--- src/md_config.svh ---
`ifndef MD_CONFIG_SVH
`define MD_CONFIG_SVH

// cells served by one broadcast controller
`define NUM_CELLS 4

// particle index and count width
`define PARTICLE_ID_WIDTH 7

// idle cycles between iter_start and the count cycle
`define START_WAIT_CYCLES 10

// pair slots per reader filter buffer
`define FILTER_DEPTH 8

`endif

--- src/verilog/md_pkg.sv ---
`include "md_config.svh"

package md_pkg;

	// index of a cell in the bank, at least one bit wide
	localparam int CELL_IDX_WIDTH = (`NUM_CELLS > 1) ? $clog2(`NUM_CELLS) : 1;

	typedef logic [CELL_IDX_WIDTH-1:0] cell_idx_t;

	// particle index inside a cell, also used for counts
	typedef logic [`PARTICLE_ID_WIDTH-1:0] particle_id_t;

	// one word per cycle from the controller to every cell
	typedef struct packed {
		particle_id_t particle_id;
		particle_id_t ref_id;
		logic phase;
		// high only in the count cycle
		logic reading_particle_num;
		// word carries nothing when high
		logic pause_reading;
	} bcast_t;

	// candidate pair held in a filter buffer
	typedef struct packed {
		particle_id_t ref_id;
		particle_id_t particle_id;
		logic phase;
	} pair_t;

	typedef enum logic [1:0] {
		wait_for_start,
		read_particle_num,
		reading,
		wait_next_ref
	} ctrl_state_t;

endpackage
--- src/verilog/broadcast_controller.sv ---
`timescale 1ns/10ps
`include "md_config.svh"

module broadcast_controller
(
	input logic clk,
	input logic rst,
	input logic iter_start,
	input md_pkg::particle_id_t [`NUM_CELLS-1:0] cell_counts,
	input logic [`NUM_CELLS-1:0] back_pressure,
	input logic [`NUM_CELLS-1:0] filter_buffer_empty,
	input logic [`NUM_CELLS-1:0] reading_done,
	input logic all_force_wr_issued,
	output md_pkg::bcast_t bcast,
	output logic all_reading_done,
	output logic all_filter_buffer_empty
);

	import md_pkg::*;

	// start-up counter sized for 0..START_WAIT_CYCLES
	localparam int WAIT_BITS = $clog2(`START_WAIT_CYCLES + 1);
	localparam int WAIT_WIDTH = (WAIT_BITS > 0) ? WAIT_BITS : 1;
	localparam logic [WAIT_WIDTH-1:0] WAIT_LAST = WAIT_WIDTH'(`START_WAIT_CYCLES);

	ctrl_state_t state;
	logic [WAIT_WIDTH-1:0] wait_cnt;

	// per cell, current neighbor id has reached that cell's count
	logic [`NUM_CELLS-1:0] broadcast_done;
	logic all_broadcast_done;
	logic any_back_pressure;

	always_comb
	begin
		for (int i = 0; i < `NUM_CELLS; i++)
		begin
			broadcast_done[i] = (bcast.particle_id >= cell_counts[i]);
		end
	end

	// reductions of the per-cell flags
	assign all_broadcast_done = &broadcast_done;
	assign any_back_pressure = |back_pressure;
	assign all_reading_done = &reading_done;
	assign all_filter_buffer_empty = &filter_buffer_empty;

	always_ff @(posedge clk)
	begin
		if (rst)
		begin
			state <= wait_for_start;
			wait_cnt <= '0;
			bcast.particle_id <= '0;
			bcast.ref_id <= particle_id_t'(1);
			bcast.phase <= 1'b0;
			bcast.reading_particle_num <= 1'b0;
			bcast.pause_reading <= 1'b1;
		end
		else
		begin
			case (state)
				wait_for_start:
				begin
					// idle word, first reference preloaded
					bcast.ref_id <= particle_id_t'(1);
					bcast.phase <= 1'b0;
					bcast.particle_id <= '0;
					// countdown runs on once started
					if (iter_start || wait_cnt != '0)
					begin
						if (wait_cnt == WAIT_LAST)
						begin
							state <= read_particle_num;
							wait_cnt <= '0;
							bcast.pause_reading <= 1'b0;
							// count cycle flag, single cycle
							bcast.reading_particle_num <= 1'b1;
						end
						else
						begin
							wait_cnt <= wait_cnt + 1'b1;
							bcast.pause_reading <= 1'b1;
							bcast.reading_particle_num <= 1'b0;
						end
					end
					else
					begin
						bcast.pause_reading <= 1'b1;
						bcast.reading_particle_num <= 1'b0;
					end
				end
				read_particle_num:
				begin
					// first real word is ref 1, neighbor 1, phase 0
					state <= reading;
					bcast.ref_id <= particle_id_t'(1);
					bcast.particle_id <= bcast.particle_id + 1'b1;
					bcast.reading_particle_num <= 1'b0;
					bcast.pause_reading <= 1'b0;
				end
				reading:
				begin
					bcast.reading_particle_num <= 1'b0;
					if (all_broadcast_done)
					begin
						// every cell saw its last neighbor, flip phase
						bcast.phase <= ~bcast.phase;
						bcast.particle_id <= particle_id_t'(1);
						if (!bcast.phase)
						begin
							// same reference, phase 1 next
							bcast.pause_reading <= 1'b0;
						end
						else
						begin
							// next reference once buffers drain
							state <= wait_next_ref;
							bcast.ref_id <= bcast.ref_id + 1'b1;
							bcast.pause_reading <= 1'b1;
						end
					end
					else if (any_back_pressure)
					begin
						// hold id and invalidate, word already sent once
						bcast.pause_reading <= 1'b1;
					end
					else
					begin
						bcast.particle_id <= bcast.particle_id + 1'b1;
						bcast.pause_reading <= 1'b0;
					end
				end
				wait_next_ref:
				begin
					bcast.reading_particle_num <= 1'b0;
					if (all_reading_done)
					begin
						// iteration over, leave only with force writes issued
						bcast.pause_reading <= 1'b1;
						if (all_force_wr_issued)
						begin
							state <= wait_for_start;
							bcast.ref_id <= particle_id_t'(1);
							bcast.phase <= 1'b0;
							bcast.particle_id <= '0;
						end
					end
					else if (all_filter_buffer_empty)
					begin
						state <= reading;
						bcast.pause_reading <= 1'b0;
					end
					else
					begin
						bcast.pause_reading <= 1'b1;
					end
				end
				default:
				begin
					state <= wait_for_start;
					bcast.pause_reading <= 1'b1;
					bcast.reading_particle_num <= 1'b0;
				end
			endcase
		end
	end

endmodule

--- src/verilog/cell_count_bank.sv ---
`timescale 1ns/10ps
`include "md_config.svh"

module cell_count_bank
(
	input logic clk,
	input logic rst,
	input logic count_wr,
	input md_pkg::cell_idx_t count_wr_cell,
	input md_pkg::particle_id_t count_wr_value,
	output md_pkg::particle_id_t [`NUM_CELLS-1:0] cell_counts
);

	import md_pkg::*;

	// one-hot write select, index out of range hits nothing
	logic [`NUM_CELLS-1:0] wr_hit;

	// count registers behind the output array
	particle_id_t [`NUM_CELLS-1:0] count_q;

	always_comb
	begin
		for (int i = 0; i < `NUM_CELLS; i++)
		begin
			wr_hit[i] = count_wr && (count_wr_cell == cell_idx_t'(i));
		end
	end

	always_ff @(posedge clk)
	begin
		if (rst)
		begin
			// empty cells until the host writes counts
			count_q <= '0;
		end
		else
		begin
			for (int i = 0; i < `NUM_CELLS; i++)
			begin
				if (wr_hit[i])
				begin
					count_q[i] <= count_wr_value;
				end
			end
		end
	end

	// new count visible the cycle after the strobe
	assign cell_counts = count_q;

endmodule

--- src/verilog/cell_reader.sv ---
`timescale 1ns/10ps
`include "md_config.svh"

module cell_reader
(
	input logic clk,
	input logic rst,
	input md_pkg::bcast_t bcast,
	input md_pkg::particle_id_t cell_count,
	input logic pair_pop,
	output logic pair_valid,
	output md_pkg::pair_t pair_head,
	output logic back_pressure,
	output logic filter_buffer_empty,
	output logic reading_done
);

	import md_pkg::*;

	localparam int DEPTH = `FILTER_DEPTH;
	localparam int PTR_WIDTH = (DEPTH > 1) ? $clog2(DEPTH) : 1;
	localparam int FILL_WIDTH = $clog2(DEPTH + 1);
	// three slots of margin for the controller's registered reaction
	localparam logic [FILL_WIDTH-1:0] BP_LEVEL = FILL_WIDTH'(DEPTH - 3);
	localparam logic [FILL_WIDTH-1:0] FULL_LEVEL = FILL_WIDTH'(DEPTH);
	localparam logic [PTR_WIDTH-1:0] PTR_LAST = PTR_WIDTH'(DEPTH - 1);

	pair_t buf_mem [DEPTH];
	logic [PTR_WIDTH-1:0] wr_ptr;
	logic [PTR_WIDTH-1:0] rd_ptr;
	logic [FILL_WIDTH-1:0] fill;

	logic word_accept;
	logic id_in_range;
	logic ref_in_range;
	logic phase_ok;
	logic push;
	logic pop;
	pair_t pair_in;

	// valid data word, not paused and not the count cycle
	assign word_accept = !bcast.pause_reading && !bcast.reading_particle_num;

	// neighbor 1..count, reference at most count
	assign id_in_range = (bcast.particle_id != '0) && (bcast.particle_id <= cell_count);
	assign ref_in_range = (bcast.ref_id <= cell_count);

	// phase 0 takes higher neighbors, phase 1 lower ones
	assign phase_ok = bcast.phase ? (bcast.particle_id < bcast.ref_id)
		: (bcast.particle_id > bcast.ref_id);

	assign push = word_accept && id_in_range && ref_in_range && phase_ok
		&& (fill != FULL_LEVEL);

	// pop on empty buffer is dropped
	assign pop = pair_pop && (fill != '0);

	always_comb
	begin
		pair_in.ref_id = bcast.ref_id;
		pair_in.particle_id = bcast.particle_id;
		pair_in.phase = bcast.phase;
	end

	// pair storage
	always_ff @(posedge clk)
	begin
		if (push)
		begin
			buf_mem[wr_ptr] <= pair_in;
		end
	end

	// pointers and occupancy
	always_ff @(posedge clk)
	begin
		if (rst)
		begin
			wr_ptr <= '0;
			rd_ptr <= '0;
			fill <= '0;
		end
		else
		begin
			if (push)
			begin
				wr_ptr <= (wr_ptr == PTR_LAST) ? '0 : wr_ptr + 1'b1;
			end
			if (pop)
			begin
				rd_ptr <= (rd_ptr == PTR_LAST) ? '0 : rd_ptr + 1'b1;
			end
			case ({push, pop})
				2'b10: fill <= fill + 1'b1;
				2'b01: fill <= fill - 1'b1;
				default: fill <= fill;
			endcase
		end
	end

	// head of queue, shown the cycle after the push
	assign pair_head = buf_mem[rd_ptr];
	assign pair_valid = (fill != '0);
	assign filter_buffer_empty = (fill == '0);
	assign back_pressure = (fill >= BP_LEVEL);

	// references past this cell's count give no more pairs
	assign reading_done = (bcast.ref_id > cell_count);

endmodule

--- src/verilog/md_broadcast_top.sv ---
`timescale 1ns/10ps
`include "md_config.svh"

module md_broadcast_top
(
	input logic clk,
	input logic rst,
	input logic count_wr,
	input md_pkg::cell_idx_t count_wr_cell,
	input md_pkg::particle_id_t count_wr_value,
	input logic iter_start,
	input logic all_force_wr_issued,
	input logic [`NUM_CELLS-1:0] pair_pop,
	output logic [`NUM_CELLS-1:0] pair_valid,
	output md_pkg::pair_t [`NUM_CELLS-1:0] pair_head,
	output logic all_reading_done,
	output logic all_filter_buffer_empty
);

	import md_pkg::*;

	// counts from the bank, fanned out to controller and readers
	particle_id_t [`NUM_CELLS-1:0] cell_counts;

	// shared broadcast word
	bcast_t bcast;

	// per-cell status back to the controller
	logic [`NUM_CELLS-1:0] back_pressure;
	logic [`NUM_CELLS-1:0] filter_buffer_empty;
	logic [`NUM_CELLS-1:0] reading_done;

	cell_count_bank i_cell_count_bank
	(
		.clk(clk),
		.rst(rst),
		.count_wr(count_wr),
		.count_wr_cell(count_wr_cell),
		.count_wr_value(count_wr_value),
		.cell_counts(cell_counts)
	);

	broadcast_controller i_broadcast_controller
	(
		.clk(clk),
		.rst(rst),
		.iter_start(iter_start),
		.cell_counts(cell_counts),
		.back_pressure(back_pressure),
		.filter_buffer_empty(filter_buffer_empty),
		.reading_done(reading_done),
		.all_force_wr_issued(all_force_wr_issued),
		.bcast(bcast),
		.all_reading_done(all_reading_done),
		.all_filter_buffer_empty(all_filter_buffer_empty)
	);

	// one reader per cell
	for (genvar i = 0; i < `NUM_CELLS; i++)
	begin : g_cell
		cell_reader i_cell_reader
		(
			.clk(clk),
			.rst(rst),
			.bcast(bcast),
			.cell_count(cell_counts[i]),
			.pair_pop(pair_pop[i]),
			.pair_valid(pair_valid[i]),
			.pair_head(pair_head[i]),
			.back_pressure(back_pressure[i]),
			.filter_buffer_empty(filter_buffer_empty[i]),
			.reading_done(reading_done[i])
		);
	end

endmodule

--- config.mk ---
export PLATFORM = sky130hd
export DESIGN_NAME = md_broadcast_top
export DESIGN_NICKNAME = d
export VERILOG_FILES = /design/src/verilog/md_pkg.sv /design/src/verilog/broadcast_controller.sv /design/src/verilog/cell_count_bank.sv /design/src/verilog/cell_reader.sv /design/src/verilog/md_broadcast_top.sv
export VERILOG_INCLUDE_DIRS = /design/src
export SDC_FILE = /design/constraint.sdc
export NUM_CORES = 1
export LEC_CHECK = 0
export ABC_AREA = 0
export ABC_CLOCK_PERIOD_IN_PS = 4700
export BUFFER_PORTS_ARGS = -buffer_cell sky130_fd_sc_hd__buf_4
export CAP_MARGIN = 10
export CELL_PAD_IN_SITES_DETAIL_PLACEMENT = 1
export CELL_PAD_IN_SITES_GLOBAL_PLACEMENT = 2
export CORE_ASPECT_RATIO = 1.4
export CORE_MARGIN = 2
export CORE_UTILIZATION = 40
export DETAILED_ROUTE_END_ITERATION = 16
export PLACE_DENSITY_LB_ADDON = 0.15
export SYNTH_ARGS = -nofsm -noshare
export SYNTH_HDL_FRONTEND = slang
export SYNTH_HIERARCHICAL = 1
export SYNTH_SLANG_ARGS = --single-unit
--- constraint.sdc ---
create_clock -name clk -period 4.7 [get_ports clk]
set_input_delay 1.175 -clock clk [delete_from_list [all_inputs] [get_ports clk]]
set_output_delay 1.175 -clock clk [all_outputs]
set_load 0.01 [all_outputs]
* Word-level counts from Yosys, hierarchy flattened
Memories as Yosys holds them, arrays and structs flattened. A register that Yosys moved wholly into a read port is not among the register bits. Cells that the tools add are included.
Cells by class: $add $sub $neg 19, order comparisons 22, eq/ne operators 36, multiplexer cells 54, bitwise logic cells 1, reductions and logical operators 58
Operator list (count):
- 7-bit less-or-equal comparator | 8
- 14-bit case mux with 4 select lines | 1
- 3-bit two-way mux | 16
- 7-bit > comparator | 5
- 4-bit case mux with 2 select lines | 4
- 15-bit two-way mux | 2
- 1-bit logical AND | 29
- 7-bit >= comparator | 4
- 3-bit by 1-bit adder with 3-bit output, second input constant | 8
- 3-bit equality test, second input constant | 8
- 7-bit two-way mux | 3
- 4-bit by 1-bit adder with 4-bit output, second input constant | 5
- 4-bit AND reduction | 5
- 4-bit nonzero test | 5
- 2-bit two-way mux | 9
- 2-bit equality test, second input constant | 8
- 4-bit by 3-bit >= comparator with 1-bit output, second input constant | 4
- 4-bit zero test | 4
- 4-bit != test, second input constant | 4
- 2-bit case mux with 4 select lines | 2
- 4-bit by 1-bit subtractor with 4-bit output, second input constant | 4
- 7-bit by 1-bit adder with 7-bit output, second input constant | 2
- 1-bit two-way mux | 14
- 2-bit by 1-bit equality test with 1-bit output, second input constant | 6
- other kinds (20) | 30
Storage, ports and cells: bits in registers 91, memory bits (writable) 480, input port bits 18, output and inout port bits 66, memories kept 4
Memory list:
- g_cell[0].i_cell_reader.buf_mem | words 8, width 15, read ports 1, clocked after Yosys merged registers in 1, write ports 1, line cell_reader.sv:28 | pair_t buf_mem [DEPTH];
- g_cell[1].i_cell_reader.buf_mem | words 8, width 15, read ports 1, clocked after Yosys merged registers in 1, write ports 1, line cell_reader.sv:28
- g_cell[2].i_cell_reader.buf_mem | words 8, width 15, read ports 1, clocked after Yosys merged registers in 1, write ports 1, line cell_reader.sv:28
- g_cell[3].i_cell_reader.buf_mem | words 8, width 15, read ports 1, clocked after Yosys merged registers in 1, write ports 1, line cell_reader.sv:28

* Logic depth before layout (Yosys ltp)
word-level depth 8, depth in mapped cells 15, depth with buffers taken out 14

* Hierarchy
The synthesis kept the hierarchy.
Modules (own cells, without submodules):
- cell_reader at g_cell[1].i_cell_reader ... | instances 2, cells each 321, area each 5761.8 µm²
- cell_reader at g_cell[3].i_cell_reader | instances 1, cells each 327, area each 5806.8 µm²
- cell_reader at g_cell[0].i_cell_reader | instances 1, cells each 326, area each 5793.1 µm²
- broadcast_controller | instances 1, cells each 245, area each 2021.9 µm²
- cell_count_bank | instances 1, cells each 102, area each 1126.1 µm²

* Worst setup path before layout
Ideal clock, no wire load.
path type register -> register, start point register, netlist name i_broadcast_controller/bcast[11], end point memory g_cell[1].i_cell_reader/buf_mem[5][0] in the netlist's numbering, enable pin, arrival 4.135 ns, required time 4.268 ns, setup slack 0.133 ns, stages on the path, launching flop included 8, path buffers 0, period minus slack after synthesis 4.567 ns, path through dfxtp_1 ha_1 nand3b_1 a21oi_1 a2111oi_2 mux2i_1 o2111ai_2 nor4b_1
On the way: longest elaborated chain between the ends 8
RTL lines:
- 7-bit less-or-equal comparator or 7-bit nonzero test (tied branches) | line cell_reader.sv:45 | assign id_in_range = (bcast.particle_id != '0) && (bcast.particle_id <= cell_count);
- 1-bit logical AND | line cell_reader.sv:45
- 1-bit logical AND (2 in a row) | line cell_reader.sv:52 | assign push = word_accept && id_in_range && ref_in_range && phase_ok
- 1-bit logical AND (*) | line cell_reader.sv:52
- 1-bit logical AND (*) | line cell_reader.sv:53 | && (fill != FULL_LEVEL);
- 1-bit two-way mux (*) | line cell_reader.sv:68 | if (push)
- 1-bit two-way mux (implied by the code) (*) | line cell_reader.sv:70 | buf_mem[wr_ptr] <= pair_in;
- to (decl) | line cell_reader.sv:28
Every way passes the cells marked *; elsewhere a longest branch is shown, timed or not.

* Worst setup path in the final report
start point register, netlist name i_broadcast_controller/bcast[9], end point output port all_reading_done
On the way: longest elaborated chain between the ends 2
RTL lines:
- 7-bit > comparator | line cell_reader.sv:108 | assign reading_done = (bcast.ref_id > cell_count);
- named net reading_done[3] | line md_broadcast_top.sv:31 | logic [`NUM_CELLS-1:0] reading_done;
- 4-bit AND reduction | line broadcast_controller.sv:45 | assign all_reading_done = &reading_done;
- to (decl) | line md_broadcast_top.sv:16 | output logic all_reading_done,
The timed path passes the listed nets, and every way through them passes these cells.

==> results.md <==
* Worst skew pair latency at 610 ps
* Yosys warning total at 6
* Worst min path class: flip-flop to flip-flop
* Pwr per Cell Area at 343.8 nW/um^2
* Die width at 220.6 um
* Initial antenna violation count at 0
* Root Buffer: clkbuf_16
* Routability cong. at 0.7560
* CTS Hold Bufs at 0
* Layout cell share with drive strength beyond 1 at 0.2732
* Die H at 307.2 um
* Layout area overhead at 14.92%
* Final period utilization at 0.9049
* Synth Cell Area at 26270 sq um
* Mean Syn Cell Area at 16.00 sq um
* Design Power at 10.38 mW
* Ys async rst share at 0
* Antenna cell count at 0
* Final hold vios at 0
* Util after Layout at 0.4625
* DP HPWL at 42710 um
* Most common cell after layout, fill and taps aside: edfxtp_1
* Fin area at 30190 sq um
* GRT Total Usage at 0.1949
* Die area at 67770 sq um
* Slew headroom at 0.3433
* Core Region at 65280 sq um
* # rows at 111
* Drt via density at 5.444
* Overall via count from detail_route at 14.65k
* Yosys top cell area share at 0.5486
* Clk pin slew, worst setup/hold paths at 60 ps
* WP data required at 3520 ps
* Starting Density at 0.4025
* Post-synthesis sequential area ratio at 0.6271
* Pre-CTS setup slack at 776.7 ps
* Drt first pass iters at 5
* CP startpoint kind: flip-flop
* Post-Syn Nets at 1807
* Largest net degree at the start of global routing at 61
* Syn Inst Count at 1642
* Peak Freq at 0.2351 GHz
* Setup tns final at 0 ps
* Postcts setup bufs at 0
* Distinct cell type count after synthesis at 70
* I/O pin cnt at 84
* Vias in the first global route at 16.15k
* Filler cells at 6356
* Post-Route WL at 64110 um
* WHS at 473.7 ps
* Post-DP Area at 28400 sq um
* Max-cap viol count at 0
* Number of I/O port buffers at 83
* Mean routed wirelength per cell at 23.82 um
* Dpl cells at 2589
* Residual DRC count at 0
* Worst Clk Skew at 21.85 ps
* RSZ-0062 raised after global routing: false
* Most frequent cells in the layout: edfxtp_1, buf_4, ha_1
* Layout Cells excl Fill at 2692
* Crit path setup slack, layout at 447.2 ps
* Fin nets at 1965
* Global-route wire length before repair at 98710 um
* Arr. time, crit path at 3080 ps
* Num CTS Buffers at 56
* CP Class: flip-flop to primary output
* Slew @ Worst Pin at 983.7 ps
* CTS Sinks at 583
* Post-synth EDFFs at 480
* Area leader, netlist: edfxtp_1
* Final min period at 4253 ps
* Final Setup Violations at 0
* Synth area leaders: edfxtp_1, mux4_2, dfxtp_1
* Status: complete, no violations
* Max H-tree Level at 2
* 1st-iter DRT viols at 787
* Post-cts resize count at 0
* CP max FO at 17
* Ys flop type: edfxtp_1
* CP Capture Type: primary output
* Overflow after GRT at 0
* LEAKAGE at 10.47 nW
* VDD IR max at 0.0002325 V
* Max clock buf depth at 3
* Fin. max-slew vios at 0
* TritonCTS clock tree: built
* Antenna violation net count after detailed routing at 0
* Register bit total from synthesis at 583
[worst max-delay path: stages (launching register included)]
cell     delay, ps
dfxtp_2        600
buf_4          280
ha_1           280
a21oi_1        140
o21ai_0        100
o22ai_1        490
inv_1          100
nand4_1        220
inv_1          100
buf_4          150
[sequential cells by signal (all words and copies together), names as in the netlist, named ones only]
register and cells:
g_cell.i_cell_reader/buf_mem 480, g_cell.i_cell_reader/fill 16, g_cell.i_cell_reader/rd_ptr 12, g_cell.i_cell_reader/wr_ptr 12, i_broadcast_controller/bcast 17, i_broadcast_controller/state 2, i_broadcast_controller/wait_cnt 4, i_cell_count_bank/cell_counts 28
[metal layers]
layer	wire (um)	vias up	share of wire	GRT usage
li1	-	6726	-	-
met1	27040	7601	0.42	0.2479
met2	33080	237	0.52	0.3437
met3	2137	90	0.033	0.02469
met4	1852	0	0.029	0.06217
met5	0	-	0	0
[cells by family (layout without fill, tap and decap cells)]
logic type               Yosys count  count (layout)  share of synthesized area
adder cells (fa/ha/maj)          147             147                    0.07001
XOR/XNOR                          13              13                   0.004334
AO/OA/AOI/OAI                    186             186                    0.04748
AND/OR/NAND/NOR                  318             318                    0.07744
buffers and inverters            167             370                    0.02648
flip-flops                       583             583                     0.6271
multiplexers                     228             228                     0.1471
[path summary, 6_finish.rpt]
kind	start	end	slack, ps	cells past startpoint
setup / recovery	i_broadcast_controller/bcast[9]	all_reading_done	450	9
hold / removal	g_cell[3].i_cell_reader/rd_ptr[1]	flip-flop	470	2
hold reg to reg	g_cell[3].i_cell_reader/rd_ptr[1]	flip-flop	470	2
setup reg to reg	i_broadcast_controller/bcast[6]	g_cell[0].i_cell_reader/fill[3]	850	15
[area by class of cell]
class	instances	area, sq um	area share
inverter	109	409.1	0.01355
timing repair buffer	158	1199	0.03970
tap	847	1060	0.03510
clock inverter	39	340.3	0.01127
multi-input combinational	892	9229	0.3057
clock buffer	64	1453	0.04811
sequential	583	16500	0.5466
[cell usage after synthesis (11+ instances only)]
| library cell | n |
|---|---|
| nand3b_1 | 12 |
| nor2_1 | 38 |
| nand2_1 | 46 |
| nand3_1 | 24 |
| and3_1 | 14 |
| nand4_1 | 21 |
| nor3_1 | 22 |
| inv_1 | 109 |
| ha_1 | 147 |
| mux2i_1 | 43 |
| dfxtp_1 | 103 |
| nand2b_1 | 60 |
| nor2b_1 | 18 |
| a21oi_1 | 69 |
| xor2_1 | 13 |
| mux4_2 | 120 |
| o21ai_0 | 34 |
| buf_2 | 13 |
| buf_1 | 11 |
| mux2_2 | 65 |
| clkbuf_1 | 25 |
| edfxtp_1 | 480 |
[where the power goes]
group | switching, mW | leakage [nW] | internal, mW
clock network | 1.94 | 0.869 | 2.49
logic | 0.206 | 4.41 | 0.140
registers | 0.0479 | 5.19 | 5.55
total | 2.20 | 10.5 | 8.18
(Power assumes the default switching activity.)
